`config.mk`:
```
export PLATFORM = sky130hd
export DESIGN_NAME = micro_expand_top
export DESIGN_NICKNAME = d
export VERILOG_FILES = /design/src/rtl/micro_expand_pkg.sv /design/src/rtl/dec_if.sv /design/src/rtl/macro_decode.sv /design/src/rtl/micro_code_rom.sv /design/src/rtl/micro_sequencer.sv /design/src/rtl/uop_output_buf.sv /design/src/rtl/micro_expand_top.sv
export VERILOG_INCLUDE_DIRS = /design/src /design/src/rtl
export SDC_FILE = /design/constraint.sdc
export NUM_CORES = 1
export LEC_CHECK = 0
export BUFFER_PORTS_ARGS = -buffer_cell sky130_fd_sc_hd__buf_2
export CAP_MARGIN = 5
export CORE_ASPECT_RATIO = 1.2
export CORE_UTILIZATION = 45
export CTS_CLUSTER_DIAMETER = 60
export DETAILED_ROUTE_END_ITERATION = 10
export PLACE_DENSITY_LB_ADDON = 0.2
export SLEW_MARGIN = 5
export SYNTH_ARGS = -nofsm -noshare
export SYNTH_HDL_FRONTEND = slang
export SYNTH_HIERARCHICAL = 1
export SYNTH_SLANG_ARGS = --single-unit
```
`constraint.sdc`:
```
create_clock -name clk -period 6.3 [get_ports clk]
set_input_delay 0.315 -clock clk [delete_from_list [all_inputs] [get_ports clk]]
set_output_delay 0.315 -clock clk [all_outputs]
set_load 0.05 [all_outputs]
```
`src/rtl/micro_expand_params.svh`:
```
// Shared constants for the macro-instruction expander
// Include in any file that needs widths, register numbers or ROM entry points
// Register numbers are sized to the register field of the instruction word

`ifndef MICRO_EXPAND_PARAMS_SVH
`define MICRO_EXPAND_PARAMS_SVH

// ============================================================
// Field widths
// ============================================================
`define ME_UPC_W 5      // Micro address width, address 0 is idle or end
`define ME_OPC_W 7      // Opcode field
`define ME_REG_W 6      // Register number field
`define ME_IMM_W 16     // Immediate or displacement field
`define ME_CNT_W 3      // Register count of PUSH and POP

// Fixed register numbers
`define ME_REG_SP  6'd62  // Stack pointer
`define ME_REG_FP  6'd61  // Frame pointer
`define ME_REG_LR0 6'd56  // Link register

// Stack frame layout
`define ME_FRAME_BYTES 64  // Fixed frame area set up by ENTER
`define ME_SLOT_BYTES  16  // One register slot
`define ME_MAX_REGS    4   // Registers moved by one PUSH or POP

// ============================================================
// Micro-code entry points
// ============================================================
`define ME_ENT_ENTER 1
`define ME_ENT_LEAVE 8
`define ME_ENT_PUSH  16
`define ME_ENT_POP   24

`endif

```
`src/rtl/micro_expand_pkg.sv`:
```
// Types shared by the expander RTL and its testbench
// Holds the opcode set and the two decodings of a 40-bit instruction word

`default_nettype none

`include "micro_expand_params.svh"

package micro_expand_pkg;

  // Plain opcodes pass through, macro opcodes go to the micro-code ROM
  typedef enum logic [`ME_OPC_W-1:0] {
    OP_NOP   = 7'd0,
    OP_ADDI  = 7'd1,   // rt = ra + imm
    OP_MOV   = 7'd2,   // rt = ra
    OP_LDO   = 7'd3,   // rt = mem[ra + imm]
    OP_STO   = 7'd4,   // mem[ra + imm] = rt
    OP_JSR   = 7'd5,   // Jump to ra + imm, link in rt
    OP_ENTER = 7'd8,
    OP_LEAVE = 7'd9,
    OP_PUSH  = 7'd10,
    OP_POP   = 7'd11
  } opcode_e;

  // Register and immediate form, also used by ENTER and LEAVE
  typedef struct packed {
    logic [4:0]               pad;     // Spare
    logic [`ME_IMM_W-1:0]     imm;     // Bits 34..19
    logic [`ME_REG_W-1:0]     ra;
    logic [`ME_REG_W-1:0]     rt;
    opcode_e                  opcode;
  } ri_t;

  // Register list form of PUSH and POP
  typedef struct packed {
    logic [5:0]               pad;     // Spare
    logic [`ME_CNT_W-1:0]     cnt;     // Bits 33..31
    logic [`ME_REG_W-1:0]     rc;
    logic [`ME_REG_W-1:0]     rb;
    logic [`ME_REG_W-1:0]     ra;
    logic [`ME_REG_W-1:0]     rs;
    opcode_e                  opcode;
  } list_t;

  // Same 40 bits seen two ways, opcode sits in bits 6..0 in both
  typedef union packed {
    ri_t   ri;
    list_t lst;
  } instr_t;

endpackage

`default_nettype wire

```
`src/rtl/dec_if.sv`:
```
// Link from the decode stage to the micro sequencer
// Decode drives through the dec modport, the sequencer answers through seq

`timescale 1ns/1ps
`default_nettype none

`include "micro_expand_params.svh"

interface dec_if
  import micro_expand_pkg::*;
();

  logic                 valid;     // Decoded item present
  logic                 ready;     // Sequencer takes it this cycle
  instr_t               instr;     // Macro word, count already clamped
  logic                 is_macro;  // Expand through the ROM
  logic [`ME_UPC_W-1:0] entry;     // ROM start address

  modport dec (output valid, instr, is_macro, entry, input ready);
  modport seq (input valid, instr, is_macro, entry, output ready);

endinterface

`default_nettype wire

```
`src/rtl/macro_decode.sv`:
```
// Decode stage of the expander
// One-entry pipeline register in front of the sequencer. Classifies each
// instruction, picks its micro-code entry point and clamps PUSH/POP counts

`timescale 1ns/1ps
`default_nettype none

`include "micro_expand_params.svh"

module macro_decode
  import micro_expand_pkg::*;
(
  input  wire logic   clk,
  input  wire logic   rst_n,
  input  wire logic   in_valid,
  output logic        in_ready,
  input  wire instr_t in_instr,
  dec_if.dec          dec
);

  logic                 ready_en;    // Set once reset is released
  logic                 valid_q;     // Register holds an item
  logic                 is_macro_q;
  logic [`ME_UPC_W-1:0] entry_q;
  instr_t               instr_q;     // Payload
  logic                 take;        // Input transfer
  logic                 nxt_macro;
  logic [`ME_UPC_W-1:0] nxt_entry;
  instr_t               nxt_instr;

  assign in_ready = ready_en & (~valid_q | dec.ready);  // Empty or being emptied
  assign take     = in_valid & in_ready;

  // Classify by opcode
  always_comb begin
    nxt_instr = in_instr;
    nxt_macro = 1'b1;
    nxt_entry = '0;
    case (in_instr.ri.opcode)
      OP_ENTER: nxt_entry = `ME_UPC_W'(`ME_ENT_ENTER);
      OP_LEAVE: nxt_entry = `ME_UPC_W'(`ME_ENT_LEAVE);
      OP_PUSH:  nxt_entry = `ME_UPC_W'(`ME_ENT_PUSH);
      OP_POP:   nxt_entry = `ME_UPC_W'(`ME_ENT_POP);
      default:  nxt_macro = 1'b0;         // Plain op, single micro-op
    endcase
    // Counts 5..7 act as a full list
    if ((in_instr.lst.opcode == OP_PUSH || in_instr.lst.opcode == OP_POP) &&
        in_instr.lst.cnt > `ME_CNT_W'(`ME_MAX_REGS))
      nxt_instr.lst.cnt = `ME_CNT_W'(`ME_MAX_REGS);
  end

  always_ff @(posedge clk or negedge rst_n) begin
    if (!rst_n) begin
      ready_en   <= 1'b0;
      valid_q    <= 1'b0;
      is_macro_q <= 1'b0;
      entry_q    <= '0;
    end else begin
      ready_en <= 1'b1;
      if (take) begin
        valid_q    <= 1'b1;
        is_macro_q <= nxt_macro;
        entry_q    <= nxt_entry;
      end else if (dec.ready) begin
        valid_q <= 1'b0;                  // Handed to the sequencer
      end
    end
  end

  always_ff @(posedge clk)
    if (take) instr_q <= nxt_instr;

  assign dec.valid    = valid_q;
  assign dec.instr    = instr_q;
  assign dec.is_macro = is_macro_q;
  assign dec.entry    = entry_q;

endmodule

`default_nettype wire

```
`src/rtl/micro_code_rom.sv`:
```
// Micro-code table for the macro instructions
// Pure combinational. Given the micro address and the macro word it returns
// the micro-op for that step and the address of the next step, 0 at the end

`timescale 1ns/1ps
`default_nettype none

`include "micro_expand_params.svh"

module micro_code_rom
  import micro_expand_pkg::*;
(
  input  wire logic [`ME_UPC_W-1:0] micro_ip,
  input  wire instr_t               micro_ir,
  output logic [`ME_UPC_W-1:0]      next_ip,
  output instr_t                    instr
);

  logic [`ME_CNT_W-1:0] cnt_n;    // N, already clamped
  logic [`ME_IMM_W-1:0] frame_k;  // K from the ri view
  logic [`ME_IMM_W-1:0] list_sz;  // 16N

  // Micro address of a step within a sequence
  function automatic logic [`ME_UPC_W-1:0] ua(input int base, input int step);
    return `ME_UPC_W'(base + step);
  endfunction

  // Build a micro-op in the ri form
  function automatic instr_t mk(input opcode_e op, input logic [`ME_REG_W-1:0] rt,
                                input logic [`ME_REG_W-1:0] ra,
                                input logic [`ME_IMM_W-1:0] imm);
    instr_t u;
    u           = '0;
    u.ri.imm    = imm;
    u.ri.ra     = ra;
    u.ri.rt     = rt;
    u.ri.opcode = op;
    return u;
  endfunction

  // Register slot of PUSH/POP, a NOP when outside the list
  function automatic instr_t slot(input opcode_e op, input logic [`ME_REG_W-1:0] r,
                                  input logic used, input logic [`ME_CNT_W-1:0] pos);
    if (used)
      return mk(op, r, `ME_REG_SP, `ME_IMM_W'(pos) * `ME_IMM_W'(`ME_SLOT_BYTES));
    return mk(OP_NOP, '0, '0, '0);
  endfunction

  assign cnt_n   = micro_ir.lst.cnt;
  assign frame_k = micro_ir.ri.imm;
  assign list_sz = `ME_IMM_W'(cnt_n) * `ME_IMM_W'(`ME_SLOT_BYTES);

  always_comb begin
    next_ip = micro_ip + 1'b1;            // Most steps fall through
    instr   = mk(OP_NOP, '0, '0, '0);
    case (micro_ip)
      // ============================================================
      // ENTER
      // ============================================================
      ua(`ME_ENT_ENTER, 0): instr = mk(OP_ADDI, `ME_REG_SP, `ME_REG_SP,
                                       -`ME_IMM_W'(`ME_FRAME_BYTES));       // SP -= 64
      ua(`ME_ENT_ENTER, 1): instr = mk(OP_STO, `ME_REG_FP, `ME_REG_SP, '0);  // [SP] = FP
      ua(`ME_ENT_ENTER, 2): instr = mk(OP_STO, `ME_REG_LR0, `ME_REG_SP,
                                       `ME_IMM_W'(`ME_SLOT_BYTES));         // [SP+16] = LR0
      ua(`ME_ENT_ENTER, 3): instr = mk(OP_MOV, `ME_REG_FP, `ME_REG_SP, '0);  // FP = SP
      ua(`ME_ENT_ENTER, 4): begin
        instr   = mk(OP_ADDI, `ME_REG_SP, `ME_REG_SP, -frame_k);           // Locals
        next_ip = '0;
      end
      // ============================================================
      // LEAVE
      // ============================================================
      ua(`ME_ENT_LEAVE, 0): instr = mk(OP_MOV, `ME_REG_SP, `ME_REG_FP, '0);  // SP = FP
      ua(`ME_ENT_LEAVE, 1): instr = mk(OP_LDO, `ME_REG_FP, `ME_REG_SP, '0);  // FP = [SP]
      ua(`ME_ENT_LEAVE, 2): instr = mk(OP_LDO, `ME_REG_LR0, `ME_REG_SP,
                                       `ME_IMM_W'(`ME_SLOT_BYTES));         // LR0 = [SP+16]
      ua(`ME_ENT_LEAVE, 3): instr = mk(OP_ADDI, `ME_REG_SP, `ME_REG_SP,
                                       `ME_IMM_W'(`ME_FRAME_BYTES));        // SP += 64
      ua(`ME_ENT_LEAVE, 4): instr = mk(OP_ADDI, `ME_REG_SP, `ME_REG_SP, frame_k);
      ua(`ME_ENT_LEAVE, 5): begin
        instr   = mk(OP_JSR, '0, `ME_REG_LR0, '0);                         // Return via LR0
        next_ip = '0;
      end
      // ============================================================
      // PUSH, highest slot first, slot i stored at 16*(N-1-i)
      // ============================================================
      ua(`ME_ENT_PUSH, 0): instr = mk(OP_ADDI, `ME_REG_SP, `ME_REG_SP, -list_sz);
      ua(`ME_ENT_PUSH, 1): instr = slot(OP_STO, micro_ir.lst.rc, cnt_n > 3'd3, cnt_n - 3'd4);
      ua(`ME_ENT_PUSH, 2): instr = slot(OP_STO, micro_ir.lst.rb, cnt_n > 3'd2, cnt_n - 3'd3);
      ua(`ME_ENT_PUSH, 3): instr = slot(OP_STO, micro_ir.lst.ra, cnt_n > 3'd1, cnt_n - 3'd2);
      ua(`ME_ENT_PUSH, 4): begin
        instr   = slot(OP_STO, micro_ir.lst.rs, cnt_n > 3'd0, cnt_n - 3'd1);
        next_ip = '0;
      end
      // POP, lowest slot first, then release the area
      ua(`ME_ENT_POP, 0): instr = slot(OP_LDO, micro_ir.lst.rs, cnt_n > 3'd0, 3'd0);
      ua(`ME_ENT_POP, 1): instr = slot(OP_LDO, micro_ir.lst.ra, cnt_n > 3'd1, 3'd1);
      ua(`ME_ENT_POP, 2): instr = slot(OP_LDO, micro_ir.lst.rb, cnt_n > 3'd2, 3'd2);
      ua(`ME_ENT_POP, 3): instr = slot(OP_LDO, micro_ir.lst.rc, cnt_n > 3'd3, 3'd3);
      ua(`ME_ENT_POP, 4): begin
        instr   = mk(OP_ADDI, `ME_REG_SP, `ME_REG_SP, list_sz);            // SP += 16N
        next_ip = '0;
      end
      default: next_ip = '0;              // Unused address, NOP and stop
    endcase
  end

endmodule

`default_nettype wire

```
`src/rtl/micro_sequencer.sv`:
```
// Micro sequencer of the expander
// Takes decoded items, walks the micro-code ROM for macros and emits one
// micro-op per accepted cycle. Plain items leave as a single micro-op

`timescale 1ns/1ps
`default_nettype none

`include "micro_expand_params.svh"

module micro_sequencer
  import micro_expand_pkg::*;
(
  input  wire logic clk,
  input  wire logic rst_n,
  dec_if.seq        dec,
  output logic      uop_valid,
  input  wire logic uop_ready,
  output instr_t    uop_instr
);

  logic [`ME_UPC_W-1:0] upc;        // Current micro address
  logic [`ME_UPC_W-1:0] next_ip;    // From the ROM
  instr_t               ir;         // Macro word being expanded
  instr_t               rom_instr;
  logic                 pass;       // Item is a plain op
  logic                 uop_fire;
  logic                 last;       // Current micro-op ends the item
  logic                 dec_fire;

  micro_code_rom u_rom (
    .micro_ip (upc),
    .micro_ir (ir),
    .next_ip  (next_ip),
    .instr    (rom_instr)
  );

  assign uop_fire  = uop_valid & uop_ready;
  assign last      = pass | (next_ip == '0);
  assign dec.ready = ~uop_valid | (uop_ready & last);  // Idle or finishing
  assign dec_fire  = dec.valid & dec.ready;
  assign uop_instr = pass ? ir : rom_instr;

  // ============================================================
  // Micro address and item state
  // ============================================================
  always_ff @(posedge clk or negedge rst_n) begin
    if (!rst_n) begin
      uop_valid <= 1'b0;
      upc       <= '0;
      pass      <= 1'b0;
    end else if (dec_fire) begin
      uop_valid <= 1'b1;                              // First micro-op next cycle
      upc       <= dec.is_macro ? dec.entry : '0;
      pass      <= ~dec.is_macro;
    end else if (uop_fire) begin
      if (last) begin
        uop_valid <= 1'b0;                            // Item done, nothing queued
        upc       <= '0;
      end else begin
        upc <= next_ip;                               // Step through the ROM
      end
    end
  end

  // Macro word stays put for the whole expansion
  always_ff @(posedge clk)
    if (dec_fire) ir <= dec.instr;

endmodule

`default_nettype wire

```
`src/rtl/uop_output_buf.sv`:
```
// Result stage of the expander
// Two-entry FIFO between the sequencer and the output stream. NOP micro-ops
// are accepted and dropped, everything else leaves in arrival order

`timescale 1ns/1ps
`default_nettype none

module uop_output_buf
  import micro_expand_pkg::*;
(
  input  wire logic   clk,
  input  wire logic   rst_n,
  input  wire logic   uop_valid,
  output logic        uop_ready,
  input  wire instr_t uop_instr,
  output logic        out_valid,
  input  wire logic   out_ready,
  output instr_t      out_instr
);

  instr_t     mem [2];     // Storage, no reset
  logic       wr_ptr;
  logic       rd_ptr;
  logic [1:0] cnt;         // Entries held, 0..2
  logic       is_nop;
  logic       push;
  logic       pop;

  assign is_nop    = (uop_instr.ri.opcode == OP_NOP);
  assign uop_ready = (cnt != 2'd2);               // Stall only when full
  assign push      = uop_valid & uop_ready & ~is_nop;
  assign pop       = out_valid & out_ready;

  assign out_valid = (cnt != 2'd0);
  assign out_instr = mem[rd_ptr];                 // Oldest entry

  // ============================================================
  // Pointers and fill level
  // ============================================================
  always_ff @(posedge clk or negedge rst_n) begin
    if (!rst_n) begin
      wr_ptr <= 1'b0;
      rd_ptr <= 1'b0;
      cnt    <= 2'd0;
    end else begin
      if (push)
        wr_ptr <= ~wr_ptr;
      if (pop)
        rd_ptr <= ~rd_ptr;
      case ({push, pop})
        2'b10:   cnt <= cnt + 2'd1;
        2'b01:   cnt <= cnt - 2'd1;
        default: cnt <= cnt;                      // Both or neither
      endcase
    end
  end

  always_ff @(posedge clk)
    if (push) mem[wr_ptr] <= uop_instr;

endmodule

`default_nettype wire

```
`src/rtl/micro_expand_top.sv`:
```
// Top level of the macro-instruction expander
// Instruction stream in, micro-op stream out, both valid/ready.
// Chain is decode, sequencer with micro-code ROM, then the output buffer

`timescale 1ns/1ps
`default_nettype none

module micro_expand_top
  import micro_expand_pkg::*;
(
  input  wire logic   clk,
  input  wire logic   rst_n,
  // Macro instruction stream
  input  wire logic   in_valid,
  output logic        in_ready,
  input  wire instr_t in_instr,
  // Micro-op stream
  output logic        out_valid,
  input  wire logic   out_ready,
  output instr_t      out_instr
);

  logic   uop_valid;   // Sequencer to result stage
  logic   uop_ready;
  instr_t uop_instr;

  dec_if u_dec ();     // Decode to sequencer link

  macro_decode u_decode (
    .clk      (clk),
    .rst_n    (rst_n),
    .in_valid (in_valid),
    .in_ready (in_ready),
    .in_instr (in_instr),
    .dec      (u_dec.dec)
  );

  micro_sequencer u_seq (
    .clk       (clk),
    .rst_n     (rst_n),
    .dec       (u_dec.seq),
    .uop_valid (uop_valid),
    .uop_ready (uop_ready),
    .uop_instr (uop_instr)
  );

  uop_output_buf u_obuf (
    .clk       (clk),
    .rst_n     (rst_n),
    .uop_valid (uop_valid),
    .uop_ready (uop_ready),
    .uop_instr (uop_instr),
    .out_valid (out_valid),
    .out_ready (out_ready),
    .out_instr (out_instr)
  );

endmodule

`default_nettype wire

```
== Yosys cells after proc, flatten, opt, wreduce, memory -nomap -nowiden ==
Memories as Yosys holds them, arrays and structs flattened.
Cells that the tools add are included.
W data, S select, Z words.
Storage, ports and cells
  bits in registers: 99
  memory bits (writable): 80
  input port bits: 44
  output and inout bits: 42
  logic and storage cells: 129
  memories: 1
Cells by class
  add/subtract/negate cells: 9
  order comparisons: 5
  eq/ne operators: 28
  muxes and demuxes: 45
  bitwise logic cells: 16
  reductions and logical operators: 12
Memory list
  u_obuf.mem: words 2, width 40, read ports 1, clocked after memory_dff 0, write ports 1, line uop_output_buf.sv:21  | instr_t mem [2];
Operators with widths (number)
  $pmux W40 S21: 1
  $mux W40: 17
  $eq A5 B5 Y1 const B: 10
  $eq A5 B4 Y1 const B: 6
  $eq A7 B4 Y1 const B: 4
  $mux W5: 5
  $mux W1: 20
  $pmux W5 S4: 1
  $reduce_or A17 Y1: 1
  $neg A16 Y16: 1
  $neg A7 Y16: 1
  $eq A5 B2 Y1 const B: 2
  $eq A5 B3 Y1 const B: 2
  $reduce_bool A2 Y1: 5
  $and A1 B1 Y1: 7
  $logic_not A7 Y1: 1
  $gt A3 B1 Y1 const B: 2
  $gt A3 B2 Y1 const B: 2
  $not A1 Y1: 6
  $sub A3 B2 Y3 const B: 2
  $add A5 B1 Y5 const B: 1
  $eq A5 B1 Y1 const B: 1
  $logic_not A5 Y1: 1
  $pmux W2 S2: 1
  other kinds (13): 15

== Depth between registers and ports, before layout ==
Gate-level depths: netlist of the first run.
  depth after elaboration: 11
  depth in mapped cells: 14
  mapped depth without buffers: 14

== By module ==
The synthesis of the first run kept the hierarchy.
By module, submodules not included
  uop_output_buf: times used 1, cells an instance 145, area each 3106.7 um^2, seq. area each 2502.4 um^2
  micro_sequencer: times used 1, cells an instance 127, area each 2097.0 um^2, seq. area each 1376.3 um^2
  micro_code_rom: times used 1, cells an instance 257, area each 1585.3 um^2, seq. area each 0.0 um^2
  macro_decode: times used 1, cells an instance 73, area each 1521.5 um^2, seq. area each 1351.3 um^2

== Least setup slack after synthesis of the first run ==
No wires, ideal clock.
  kind: flip-flop to flip-flop
  from: reg u_seq.upc[0]
  to: reg u_seq/ir[0] (netlist bit) (enable)
  setup time: 438 ps
  arrival time: 4014 ps
  data required time: 5862 ps
  setup slack: 1849 ps
  cell stages (with the launch flop): 11
  path buffers: 1
  period minus slack after synthesis: 4451 ps
  path through: dfrtp_1 > inv_1 > ha_1 > clkbuf_1 > o311ai_0 > nand2_1 > a221oi_1 > nor2_1 > nor3_2 > a311oi_4 > nor2_1
On the way
  longest elaborated chain between the ends: 8
  elaborated cells on any way between the ends: 25
  those cells by class: 1 x add/sub; 17 x eq/ne; 1 x mux; 4 x bitwise; 2 x reduce/logical
RTL lines
  start, declared: line micro_sequencer.sv:21  | logic [`ME_UPC_W-1:0] upc;
  start signal, assigned: line micro_sequencer.sv:53  | upc <= dec.is_macro ? dec.entry : '0;
  start signal, assigned: line micro_sequencer.sv:60  | upc <= next_ip;
  $eq A5 B5 Y1 (tied with other cells): line micro_code_rom.sv:56  | case (micro_ip)
  $reduce_or A17 Y1 (no line)
  $mux W5 *: line micro_code_rom.sv:56
  via u_seq.next_ip[0]: line micro_sequencer.sv:22  | logic [`ME_UPC_W-1:0] next_ip;
  $logic_not A5 Y1 *: line micro_sequencer.sv:38  | assign last = pass | (next_ip == '0);
  $or A1 B1 Y1 *: line micro_sequencer.sv:38
  $and A1 B1 Y1 *: line micro_sequencer.sv:39  | assign dec.ready = ~uop_valid | (uop_ready & last);
  $or A1 B1 Y1 *: line micro_sequencer.sv:39
  $and A1 B1 Y1 *: line micro_sequencer.sv:40  | assign dec_fire = dec.valid & dec.ready;
  via u_seq.dec_fire: line micro_sequencer.sv:28  | logic dec_fire;
  end signal, assigned: line micro_sequencer.sv:67  | if (dec_fire) ir <= dec.instr;
  end, declared: line micro_sequencer.sv:23  | instr_t ir;
Mark *: on every way through the listed nets, which the timed path passes. The rest lies on a longest branch.
A chain may end at the register's enable or synchronous reset.

== Worst setup path in the final report of the first run ==
  from: reg u_seq.upc[1]
  to: reg u_decode.instr_q (netlist bit u_decode/dec.instr[39]) (enable)
On the way
  longest elaborated chain between the ends: 10
  elaborated cells on any way between the ends: 27
  those cells by class: 1 x add/sub; 17 x eq/ne; 1 x mux; 6 x bitwise; 2 x reduce/logical
RTL lines
  $eq A5 B5 Y1 (tied with other cells): line micro_code_rom.sv:56
  $reduce_or A17 Y1 (no line)
  $mux W5 *: line micro_code_rom.sv:56
  via u_seq.next_ip[1]: line micro_sequencer.sv:22
  $logic_not A5 Y1 *: line micro_sequencer.sv:38
  $or A1 B1 Y1 *: line micro_sequencer.sv:38
  $and A1 B1 Y1 *: line micro_sequencer.sv:39
  $or A1 B1 Y1 *: line micro_sequencer.sv:39
  via u_dec.ready: line dec_if.sv:14  | logic ready;
  $or A1 B1 Y1 *: line macro_decode.sv:31  | assign in_ready = ready_en & (~valid_q | dec.ready);
  $and A1 B1 Y1 *: line macro_decode.sv:31
  $and A1 B1 Y1 *: line macro_decode.sv:32  | assign take = in_valid & in_ready;
  via u_decode.take: line macro_decode.sv:26  | logic take;
  end signal, assigned: line macro_decode.sv:71  | if (take) instr_q <= nxt_instr;
  end, declared: line macro_decode.sv:25  | instr_t instr_q;
Marked as above.

==> results.py, run 1 <==
metrics = {
    "outcome": {
        "outcome": "completed",
    },
    "drt": {
        "drcViolationCount": 0,
        "drtIter0Drc": 470,
        "detail-route-antenna-nets": 0,
        "route.vias.total": 5149,
        "vias_per_cell": 5.62,
        "dr.pass1.iters": 5,
        "drt-total-wl_mm": 18.8,
        "wl_per_cell_um": 20.5,
    },
    "synth": {
        "synthArstFlopShare_pct": 9.60,
        "yosys.cell_types.count": 70,
        "yosys.area_share.xor_xnor_pct": 1.36,
        "synth_fa_ha_area_share_pct": 1.81,
        "syn_area_sq_mm": 0.00831,
        "synth_top_family_by_area": "multiplexers",
        "synth_compound_area_share_pct": 8.81,
        "yosys.area_share.simple_pct": 9.67,
        "synth_top_flop_cell": "edfxtp_1",
        "synth_cells": 602,
        "yosys_warnings": 6,
        "seq_area_frac_synth_pct": 62.9,
        "synth_mux_area_share_pct": 11.4,
        "synth_edf_count": 160,
        "syn_area_per_cell_sq_um": 13.8,
        "synth-seq-cells": 177,
    },
    "setup_path": {
        "r2r-end": "u_decode/dec.instr[39]$_DFFE_PP_",
        "r2r_setup_slack_ps": 1410,
        "reg2reg_depth": 13,
        "setup.worst_path.end_class": "register",
        "r2r-start": "u_seq/upc[1]$_DFFE_PN0P_",
        "critical_path_arrival_ps": 4990,
        "path_class": "reg -> reg",
        "critPathLaunchType": "register",
        "crit_fanout": 22,
        "cp.required_ps": 6400,
    },
    "timing": {
        "slew_headroom_pct": 19.3,
        "final.setup.worst_slack_ps": 1410,
        "max_freq_mhz": 204,
        "setup_tns_ps": 0,
        "clock_skew_ps": 8.78,
        "worst-slew-pin-transition_ps": 1210,
        "hold_slack_ps": 62.5,
        "min_period_ps": 4890,
        "period_share_pct": 77.7,
        "rsz0062_at_grt": "false",
        "slew_violations": 0,
        "finalHoldViolCount": 0,
        "setup_viol_count_final": 0,
    },
    "grt": {
        "grtUsageMet3_pct": 4.06,
        "grt_busiest_layer": "met2",
        "use_met2_pct": 35.7,
        "grt_remaining_overflow": 0,
        "antenna_found_initial": 0,
        "grt_pass1_wl_mm": 28.6,
        "grt_usage_pct": 20.3,
        "first_global_vias": 5203,
        "grt_use_met1_pct": 24.1,
        "grt_max_degree": 42,
    },
    "clock_network": {
        "root_buffer": "clkbuf_16",
        "clock_latency_ps": 420,
        "ctsResizeCount": 0,
        "cts_buffers": 17,
        "htreeDepth": 4,
        "clockBufferDepth": 2,
        "clk_pin_slew_ps": 70,
        "cts_tree": "done",
        "cts.sinks": 177,
    },
    "power_and_ir_drop": {
        "irDropWorstVdd_uv": 282,
        "leakage_nw": 3.42,
        "powerDensity_mw_per_mm2": 356,
    },
    "cells_and_area": {
        "fin_nets": 735,
        "final_layout_size_suffix_gt1_share_pct": 32.7,
        "layout_common_cells": "160 x edfxtp_1, 85 x buf_2, 80 x mux2_2",
        "area_growth_pct": 13.6,
        "final_cells": 916,
        "layout_commonest_cell": "edfxtp_1",
        "antenna_cells": 0,
    },
    "hold_path": {
        "min_to": "u_decode/dec.instr[23]$_DFFE_PP_",
        "hold_depth": 1,
        "hp-class": "in -> reg",
        "hold_start": "in_instr[23]",
    },
    "place": {
        "gp_congestion": 0.853,
        "dp_hpwl_mm": 13.3,
        "dp_slack_ps": 1440,
        "portBuffers": 85,
        "dp_cells": 883,
    },
    "floorplanning": {
        "coreArea_sq_mm": 0.0181,
        "die_area_sq_mm": 0.0190,
        "die_h_um": 151,
        "rows": 54,
        "io_pins": 86,
        "die-width_um": 126,
        "start_util_pct": 45.9,
    },
    "run": {
        "cap_violations": 0,
    },
}
==> cell usage after synthesis (3+ instances only) <==
| library cell | n | area, sq um |
|---|---|---|
| inv_1 | 24 | 90.1 |
| nor4_1 | 3 | 18.8 |
| clkbuf_1 | 13 | 48.8 |
| nand2b_1 | 6 | 37.5 |
| buf_4 | 13 | 97.6 |
| buf_2 | 10 | 50.1 |
| a211o_1 | 3 | 26.3 |
| o31ai_1 | 9 | 67.6 |
| conb_1 | 3 | 11.3 |
| nor2_1 | 36 | 135 |
| buf_1 | 3 | 11.3 |
| edfxtp_1 | 160 | 4800 |
| or3_1 | 3 | 18.8 |
| o211ai_1 | 6 | 45.0 |
| o21ai_0 | 24 | 120 |
| nand2_1 | 35 | 131 |
| a31oi_1 | 5 | 31.3 |
| a21oi_1 | 13 | 65.1 |
| mux2_2 | 80 | 901 |
| xor2_1 | 6 | 52.6 |
| a211oi_1 | 3 | 22.5 |
| nand4_1 | 4 | 25.0 |
| nor3_1 | 10 | 50.1 |
| a222oi_1 | 6 | 60.1 |
| o2bb2ai_1 | 4 | 35.0 |
| ha_1 | 12 | 150 |
| xnor2_1 | 5 | 43.8 |
| nand3_1 | 21 | 105 |
| and4b_2 | 3 | 33.8 |
| dfrtp_1 | 17 | 425 |
| a221oi_1 | 3 | 26.3 |
| mux2i_1 | 5 | 50.1 |
| a21o_1 | 3 | 22.5 |
| o311ai_0 | 4 | 35.0 |
| nor4_2 | 3 | 37.5 |
==> metal layers <==
metal  vias to the layer above  wire length (um)  share of wire, %
li1                       2426                 -                 -
met3                        25               845               4.5
met4                         0               499               2.7
met2                       166              9700                52
met1                      2532              7720                41
met5                         -                 0                 0
==> layout make-up <==
cell class	instances	area, sq um
multi-input cells	369	2820
flip-flops and latches	177	5230
well taps	224	280
repair buffers	90	465
inverters	24	90.1
clock inverters	14	130
fillers	1565	8660
clock buffers	18	429
==> cells by family after synthesis <==
| family | after synthesis |
|---|---|
| compound gates | 99 |
| xor+xnor | 12 |
| fa+ha+maj | 12 |
| buf+inv | 65 |
| flops | 177 |
| mux | 85 |
| other cells | 3 |
| simple gates | 149 |
==> through the flow <==
stage	power [mW]	util, %	instance area, sq um
floorplan	2.19	-	8340
finish	3.36	52.1	9440
detailed placement	2.39	49.0	8870
global placement	2.38	49.0	8870
global route	3.49	52.1	9440
CTS	3.40	52.1	9440
==> repair_timing <==
action / CTS / global route
hold endpoints to repair: 17 / 0
buffers inserted: 0 / 0
hold buffers: 1 / 0
==> power by group <==
part           switching (mW)  leakage [nW]  internal (mW)
Combinational           0.563          1.44          0.256
Sequential              0.111          1.70           1.42
Clock                   0.452         0.280          0.553
Total                    1.13          3.42           2.23
==> registers in the layout, indices dropped and copies added, names as in the netlist <==
register               cells
u_obuf/wr_ptr              1
u_seq/ir                  40
u_decode/dec.is_macro      1
u_seq/upc                  5
u_decode/dec.entry         3
u_obuf/rd_ptr              1
u_decode/ready_en          1
u_decode/dec.valid         1
u_decode/dec.instr        40
u_obuf/mem                80
u_seq/pass                 1
u_seq/uop_valid            1
u_obuf/cnt                 2
==> critical path, cell delays in order (launching register included) <==
cell	delay (ps)
dfrtp_1	430
inv_1	80
ha_1	410
o311ai_0	530
nand2_1	140
a221oi_1	560
nor2b_1	160
nor3_2	300
a311oi_4	200
inv_1	110
nand2b_2	170
nand3_1	200
inv_1	830
buf_4	430
==> worst max path at each step <==
| stage | start | to | slack [ps] |
|---|---|---|---|
| after floorplan | u_seq/upc[0]$_DFFE_PN0P_ | u_seq/ir[0]$_DFFE_PN_ | 1850 |
| after global placement | u_seq/upc[0]$_DFFE_PN0P_ | u_decode/dec.instr[39]$_DFFE_PP_ | 1740 |
| after detailed placement | u_seq/upc[1]$_DFFE_PN0P_ | u_decode/dec.instr[39]$_DFFE_PP_ | 1440 |
| after CTS | u_seq/upc[1]$_DFFE_PN0P_ | u_decode/dec.instr[11]$_DFFE_PP_ | 1450 |
| after global routing | u_seq/upc[1]$_DFFE_PN0P_ | u_decode/dec.instr[39]$_DFFE_PP_ | 1030 |
| final | u_seq/upc[1]$_DFFE_PN0P_ | u_decode/dec.instr[39]$_DFFE_PP_ | 1410 |
Note: power is estimated with default switching activity, not from simulation.
==> inputs of run 2 (changes only) <==
- clock period: 6.3 -> 4.55 ns (I/O delays scaled with it)
==> results.py, run 2 (synthesis results as in run 1) <==
metrics = {
    "outcome": {
        "outcome": "completed",
    },
    "drt": {
        "wl_per_cell_um": 20.2,
        "detail-route-antenna-nets": 0,
        "wl_met1_mm": 7.99,
        "route.vias.total": 5325,
        "vias_per_cell": 5.54,
        "dr.pass1.iters": 5,
        "drt-total-wl_mm": 19.4,
        "maxUsedRoutingLayer": "met4",
        "drcViolationCount": 0,
        "drtIter0Drc": 415,
        "wl_met2_mm": 10.2,
        "dr_wl_met3_um": 737,
    },
    "clock_network": {
        "clockBufferDepth": 2,
        "htreeDepth": 4,
        "ctsHoldBuffers": 37,
        "clk_pin_slew_ps": 70,
        "ctsResizeCount": 0,
        "cts_tree": "done",
        "clock_latency_ps": 430,
        "cts_setup_buffers": 0,
        "cts_buffers": 17,
        "cts.sinks": 177,
        "root_buffer": "clkbuf_16",
    },
    "hold_path": {
        "hold_start": "in_instr[0]",
        "min_to": "u_decode/dec.instr[0]$_DFFE_PP_",
        "hp-class": "in -> reg",
        "hold_depth": 1,
    },
    "setup_path": {
        "crit_path_max_incr_delay_ps": 540,
        "setup.worst_path.end_class": "register",
        "critical_path_arrival_ps": 4130,
        "critPathLaunchType": "register",
        "crit_fanout": 25,
        "cpMostUsedCell": "inv_1",
        "cp_cell_sequence": "inv_1 > ha_1 > o311ai_0 > nand2_1 > a221oi_1 > nor2_1 > nor3_2 > a311oi_4 > inv_1 > nand2b_2 > nand3_1 > inv_1 > buf_4",
        "cp.required_ps": 4630,
        "r2r_setup_slack_ps": 500,
        "r2r-start": "u_seq/upc[0]$_DFFE_PN0P_",
        "reg2reg_depth": 13,
        "cp_slowest_cell": "a221oi_1",
        "path_class": "reg -> reg",
        "r2r-end": "u_decode/dec.instr[18]$_DFFE_PP_",
    },
    "timing": {
        "max_freq_mhz": 247,
        "slew_violations": 0,
        "setup_tns_ps": 0,
        "setup_viol_count_final": 0,
        "finalHoldViolCount": 0,
        "worst-slew-pin-transition_ps": 1160,
        "clock_skew_ps": 13.4,
        "min_period_ps": 4050,
        "period_share_pct": 89.1,
        "slew_headroom_pct": 22.3,
        "rsz0062_at_grt": "false",
    },
    "floorplanning": {
        "start_util_pct": 45.9,
        "rows": 54,
        "die_h_um": 151,
        "die-width_um": 126,
        "coreArea_sq_mm": 0.0181,
        "io_pins": 86,
        "die_area_sq_mm": 0.0190,
    },
    "run": {
        "cap_violations": 0,
    },
    "grt": {
        "grt_pass1_wl_mm": 29.9,
        "first_global_vias": 5409,
        "grt_usage_pct": 21.4,
        "grt_max_degree": 42,
        "grt_remaining_overflow": 0,
        "antenna_found_initial": 0,
    },
    "cells_and_area": {
        "area_growth_pct": 19.0,
        "layout_common_cells": "160 x edfxtp_1, 85 x buf_2, 80 x mux2_2",
        "fillers": 1490,
        "antenna_cells": 0,
        "layout_commonest_cell": "edfxtp_1",
        "fin_nets": 780,
        "largest_reg_flops": 80,
        "regMostFlops": "u_obuf/mem",
        "stdcell_area_sq_mm": 0.00989,
        "final_layout_size_suffix_gt1_share_pct": 32.2,
    },
    "place": {
        "portBuffers": 85,
        "dp_hpwl_mm": 13.4,
        "dpl_cell_area_sq_mm": 0.00895,
        "gp_congestion": 0.926,
    },
    "power_and_ir_drop": {
        "leakage_nw": 3.62,
        "powerDensity_mw_per_mm2": 475,
        "irDropWorstVdd_uv": 264,
    },
}
==> run 2: changes by cell type in the layout (fill, tap and decap cells not counted), moves of 3 or more <==
cell           delta
dlygate4sd3_1    +36
buf_4             +8
clkinv_2          -3
clkinv_4          +4
==> run 2: layer usage <==
metal,vias to the layer above,GRT usage [%]
li1,2526,-
met1,2625,25.1
met2,147,38.3
met3,27,4.10
met4,0,8.92
met5,-,0
==> run 2: critical path: cells and delay by family (launching register included) <==
family,cells,cell delay [ps]
AO/OA/AOI/OAI,3,1190
buffers and inverters,4,700
adder cells (fa/ha/maj),1,350
flip-flops,1,440
AND/OR/NAND/NOR,5,980
==> run 2: worst max path at each step <==
stage,from,to
after floorplan,u_seq/upc[0]$_DFFE_PN0P_,u_seq/ir[0]$_DFFE_PN_
after global placement,u_seq/ir[32]$_DFFE_PN_,u_obuf/mem[0][24]$_DFFE_PP_
after detailed placement,u_seq/upc[0]$_DFFE_PN0P_,u_decode/dec.instr[36]$_DFFE_PP_
after CTS,u_seq/upc[0]$_DFFE_PN0P_,u_decode/dec.instr[18]$_DFFE_PP_
after global routing,u_seq/upc[0]$_DFFE_PN0P_,u_decode/dec.instr[18]$_DFFE_PP_
final,u_seq/upc[0]$_DFFE_PN0P_,u_decode/dec.instr[18]$_DFFE_PP_
==> run 2: power by group <==
group          internal, mW  switching (mW)
Sequential             1.97           0.149
Clock                 0.725           0.666
Combinational         0.380           0.804
==> run 2: through the flow <==
stage	hold WS, ps	utilization, %	power (mW)	setup slack, ps	std cells
after global routing	17.9	54.6	4.88	145	961
after detailed placement	184	49.4	3.33	534	892
after CTS	14.0	54.6	4.75	506	961
after floorplan	-68.1	-	3.04	98.8	611
after global placement	176	49.4	3.31	642	892
final	36.2	54.6	4.69	496	961
==> run 2: area by class of cell <==
cell class / count / area, sq um / share of cell area (%)
Clock buffer: 17 / 425 / 4.30
Sequential cell: 177 / 5230 / 52.9
Tap cell: 224 / 280 / 2.83
Clock inverter: 15 / 141 / 1.43
Multi-Input combinational cell: 369 / 2820 / 28.5
Inverter: 24 / 90.1 / 0.911
Timing Repair Buffer: 135 / 906 / 9.16
==> inputs of run 3 (changes only) <==
- REMOVE_ABC_BUFFERS: not set -> 1
==> results.py, run 3 (synthesis results as in run 1) <==
metrics = {
    "place": {
        "dp_hpwl_mm": 12.5,
        "dp_slack_ps": 577,
        "gp_congestion": 0.856,
        "portBuffers": 85,
        "dp_cells": 890,
        "dpl_cell_area_sq_mm": 0.00895,
    },
    "cells_and_area": {
        "fin_util_pct": 54.7,
        "regMostFlops": "u_obuf/mem",
        "stdcell_area_sq_mm": 0.00990,
        "seq_area_sq_mm": 0.00523,
        "multi_input_area_sq_mm": 0.00282,
        "largest_reg_flops": 80,
        "layout_commonest_cell": "edfxtp_1",
        "final_cells": 958,
        "layout_common_cells": "160 x edfxtp_1, 85 x buf_2, 80 x mux2_2",
        "antenna_cells": 0,
        "fillers": 1512,
        "final_layout_size_suffix_gt1_share_pct": 32.0,
        "area_growth_pct": 19.1,
        "fin_nets": 778,
    },
    "grt": {
        "first_global_vias": 5408,
        "grt_usage_pct": 20.6,
        "grt_remaining_overflow": 0,
        "grt_pass1_wl_mm": 29.4,
        "antenna_found_initial": 0,
        "grt_max_degree": 47,
    },
    "floorplanning": {
        "start_util_pct": 45.9,
        "die_area_sq_mm": 0.0190,
        "rows": 54,
        "io_pins": 86,
        "die_h_um": 151,
        "coreArea_sq_mm": 0.0181,
        "die-width_um": 126,
    },
    "setup_path": {
        "reg2reg_depth": 14,
        "path_class": "reg -> out",
        "crit_fanout": 10,
        "cp.required_ps": 4320,
        "setup.worst_path.end_class": "output port",
        "r2r-start": "u_seq/upc[1]$_DFFE_PN0P_",
        "r2r_setup_slack_ps": 510,
        "r2r-end": "u_decode/dec.instr[8]$_DFFE_PP_",
        "critical_path_arrival_ps": 3930,
        "critPathLaunchType": "register",
    },
    "power_and_ir_drop": {
        "pwr-share-clk_pct": 30.1,
        "irDropWorstVdd_uv": 578,
        "p_switching_mw": 1.59,
        "powerDensity_mw_per_mm2": 476,
        "leakage_nw": 3.60,
        "internal_power_mw": 3.12,
        "swShare_pct": 33.8,
        "seqPwrFrac_pct": 45.1,
        "power_mw": 4.71,
        "combPwrFrac_pct": 24.8,
    },
    "drt": {
        "route.vias.total": 5353,
        "vias_per_cell": 5.59,
        "drcViolationCount": 0,
        "detail-route-antenna-nets": 0,
        "wl_per_cell_um": 19.8,
        "drtIter0Drc": 392,
        "dr.pass1.iters": 5,
        "drt-total-wl_mm": 19.0,
    },
    "timing": {
        "setup_viol_count_final": 0,
        "worst-slew-pin-transition_ps": 1120,
        "clock_skew_ps": 9.21,
        "slew_violations": 0,
        "max_freq_mhz": 241,
        "period_share_pct": 91.4,
        "rsz0062_at_grt": "false",
        "setup_tns_ps": 0,
        "finalHoldViolCount": 0,
        "hold_slack_ps": 42.9,
        "min_period_ps": 4160,
        "final.setup.worst_slack_ps": 392,
        "slew_headroom_pct": 25.1,
    },
    "clock_network": {
        "cts_setup_buffers": 0,
        "clockBufferDepth": 2,
        "htreeDepth": 4,
        "cts_tree": "done",
        "root_buffer": "clkbuf_16",
        "clk_pin_slew_ps": 70,
        "cts_buffers": 17,
        "clock_latency_ps": 420,
        "ctsResizeCount": 0,
        "cts.sinks": 177,
    },
    "outcome": {
        "outcome": "completed",
    },
    "hold_path": {
        "hp-class": "in -> reg",
        "hold_depth": 1,
        "min_to": "u_decode/dec.instr[0]$_DFFE_PP_",
        "hold_start": "in_instr[0]",
    },
    "run": {
        "cap_violations": 0,
    },
}
run 3: what timing repair did:
item,in CTS,in global routing
hold endpoints to repair,53,0
hold buffers,37,0
setup endpoints to repair,0,0
run 3: worst max path at each step:
stage                              from                                to  slack (ps)
3_3_place_gp   u_seq/upc[0]$_DFFE_PN0P_  u_decode/dec.instr[19]$_DFFE_PP_         780
4_1_cts        u_seq/upc[1]$_DFFE_PN0P_                          in_ready         400
2_1_floorplan  u_seq/upc[1]$_DFFE_PN0P_             u_seq/ir[0]$_DFFE_PN_         120
3_5_place_dp   u_seq/upc[1]$_DFFE_PN0P_  u_decode/dec.instr[38]$_DFFE_PP_         580
6_report       u_seq/upc[1]$_DFFE_PN0P_                          in_ready         390
5_1_grt        u_seq/upc[1]$_DFFE_PN0P_                          in_ready         100
run 3: metal layers:
| metal | GRT usage (%) | vias to the layer above | routed length, um | part of all wire [%] |
|---|---|---|---|---|
| met5 | 0 | - | 0 | 0 |
| met4 | 8.55 | 0 | 541 | 2.9 |
| met3 | 3.96 | 37 | 767 | 4.0 |
| met2 | 36.5 | 162 | 9910 | 52 |
| met1 | 24.7 | 2639 | 7750 | 41 |
| li1 | - | 2515 | - | - |
run 3: critical path, stage by stage (launching register included):
cell and delay (ps):
dfrtp_1 410, inv_1 80, ha_1 280, buf_4 210
o311ai_0 440, nand2_1 170, a221oi_1 570, nor2b_1 180
nor3_2 300, a311oi_4 210, inv_1 120, nand2b_2 150
and2_1 130, buf_2 250
run 3: layout make-up:
class / instances / share of cell area [%]
flip-flops and latches: 177 / 52.9
multi-input cells: 369 / 28.5
repair buffers: 133 / 9.13
clock buffers: 17 / 4.30
well taps: 224 / 2.83
clock inverters: 14 / 1.53
inverters: 24 / 0.910
run 3: power by group through the flow:
stage / Combinational [mW] / Clock (mW) / Sequential [mW]
after global placement: 1.14 / 0 / 2.15
after detailed placement: 1.15 / 0 / 2.17
final: 1.17 / 1.42 / 2.13
after global routing: 1.23 / 1.51 / 2.15
after CTS: 1.18 / 1.45 / 2.13
after floorplan: 0.903 / 0 / 2.11
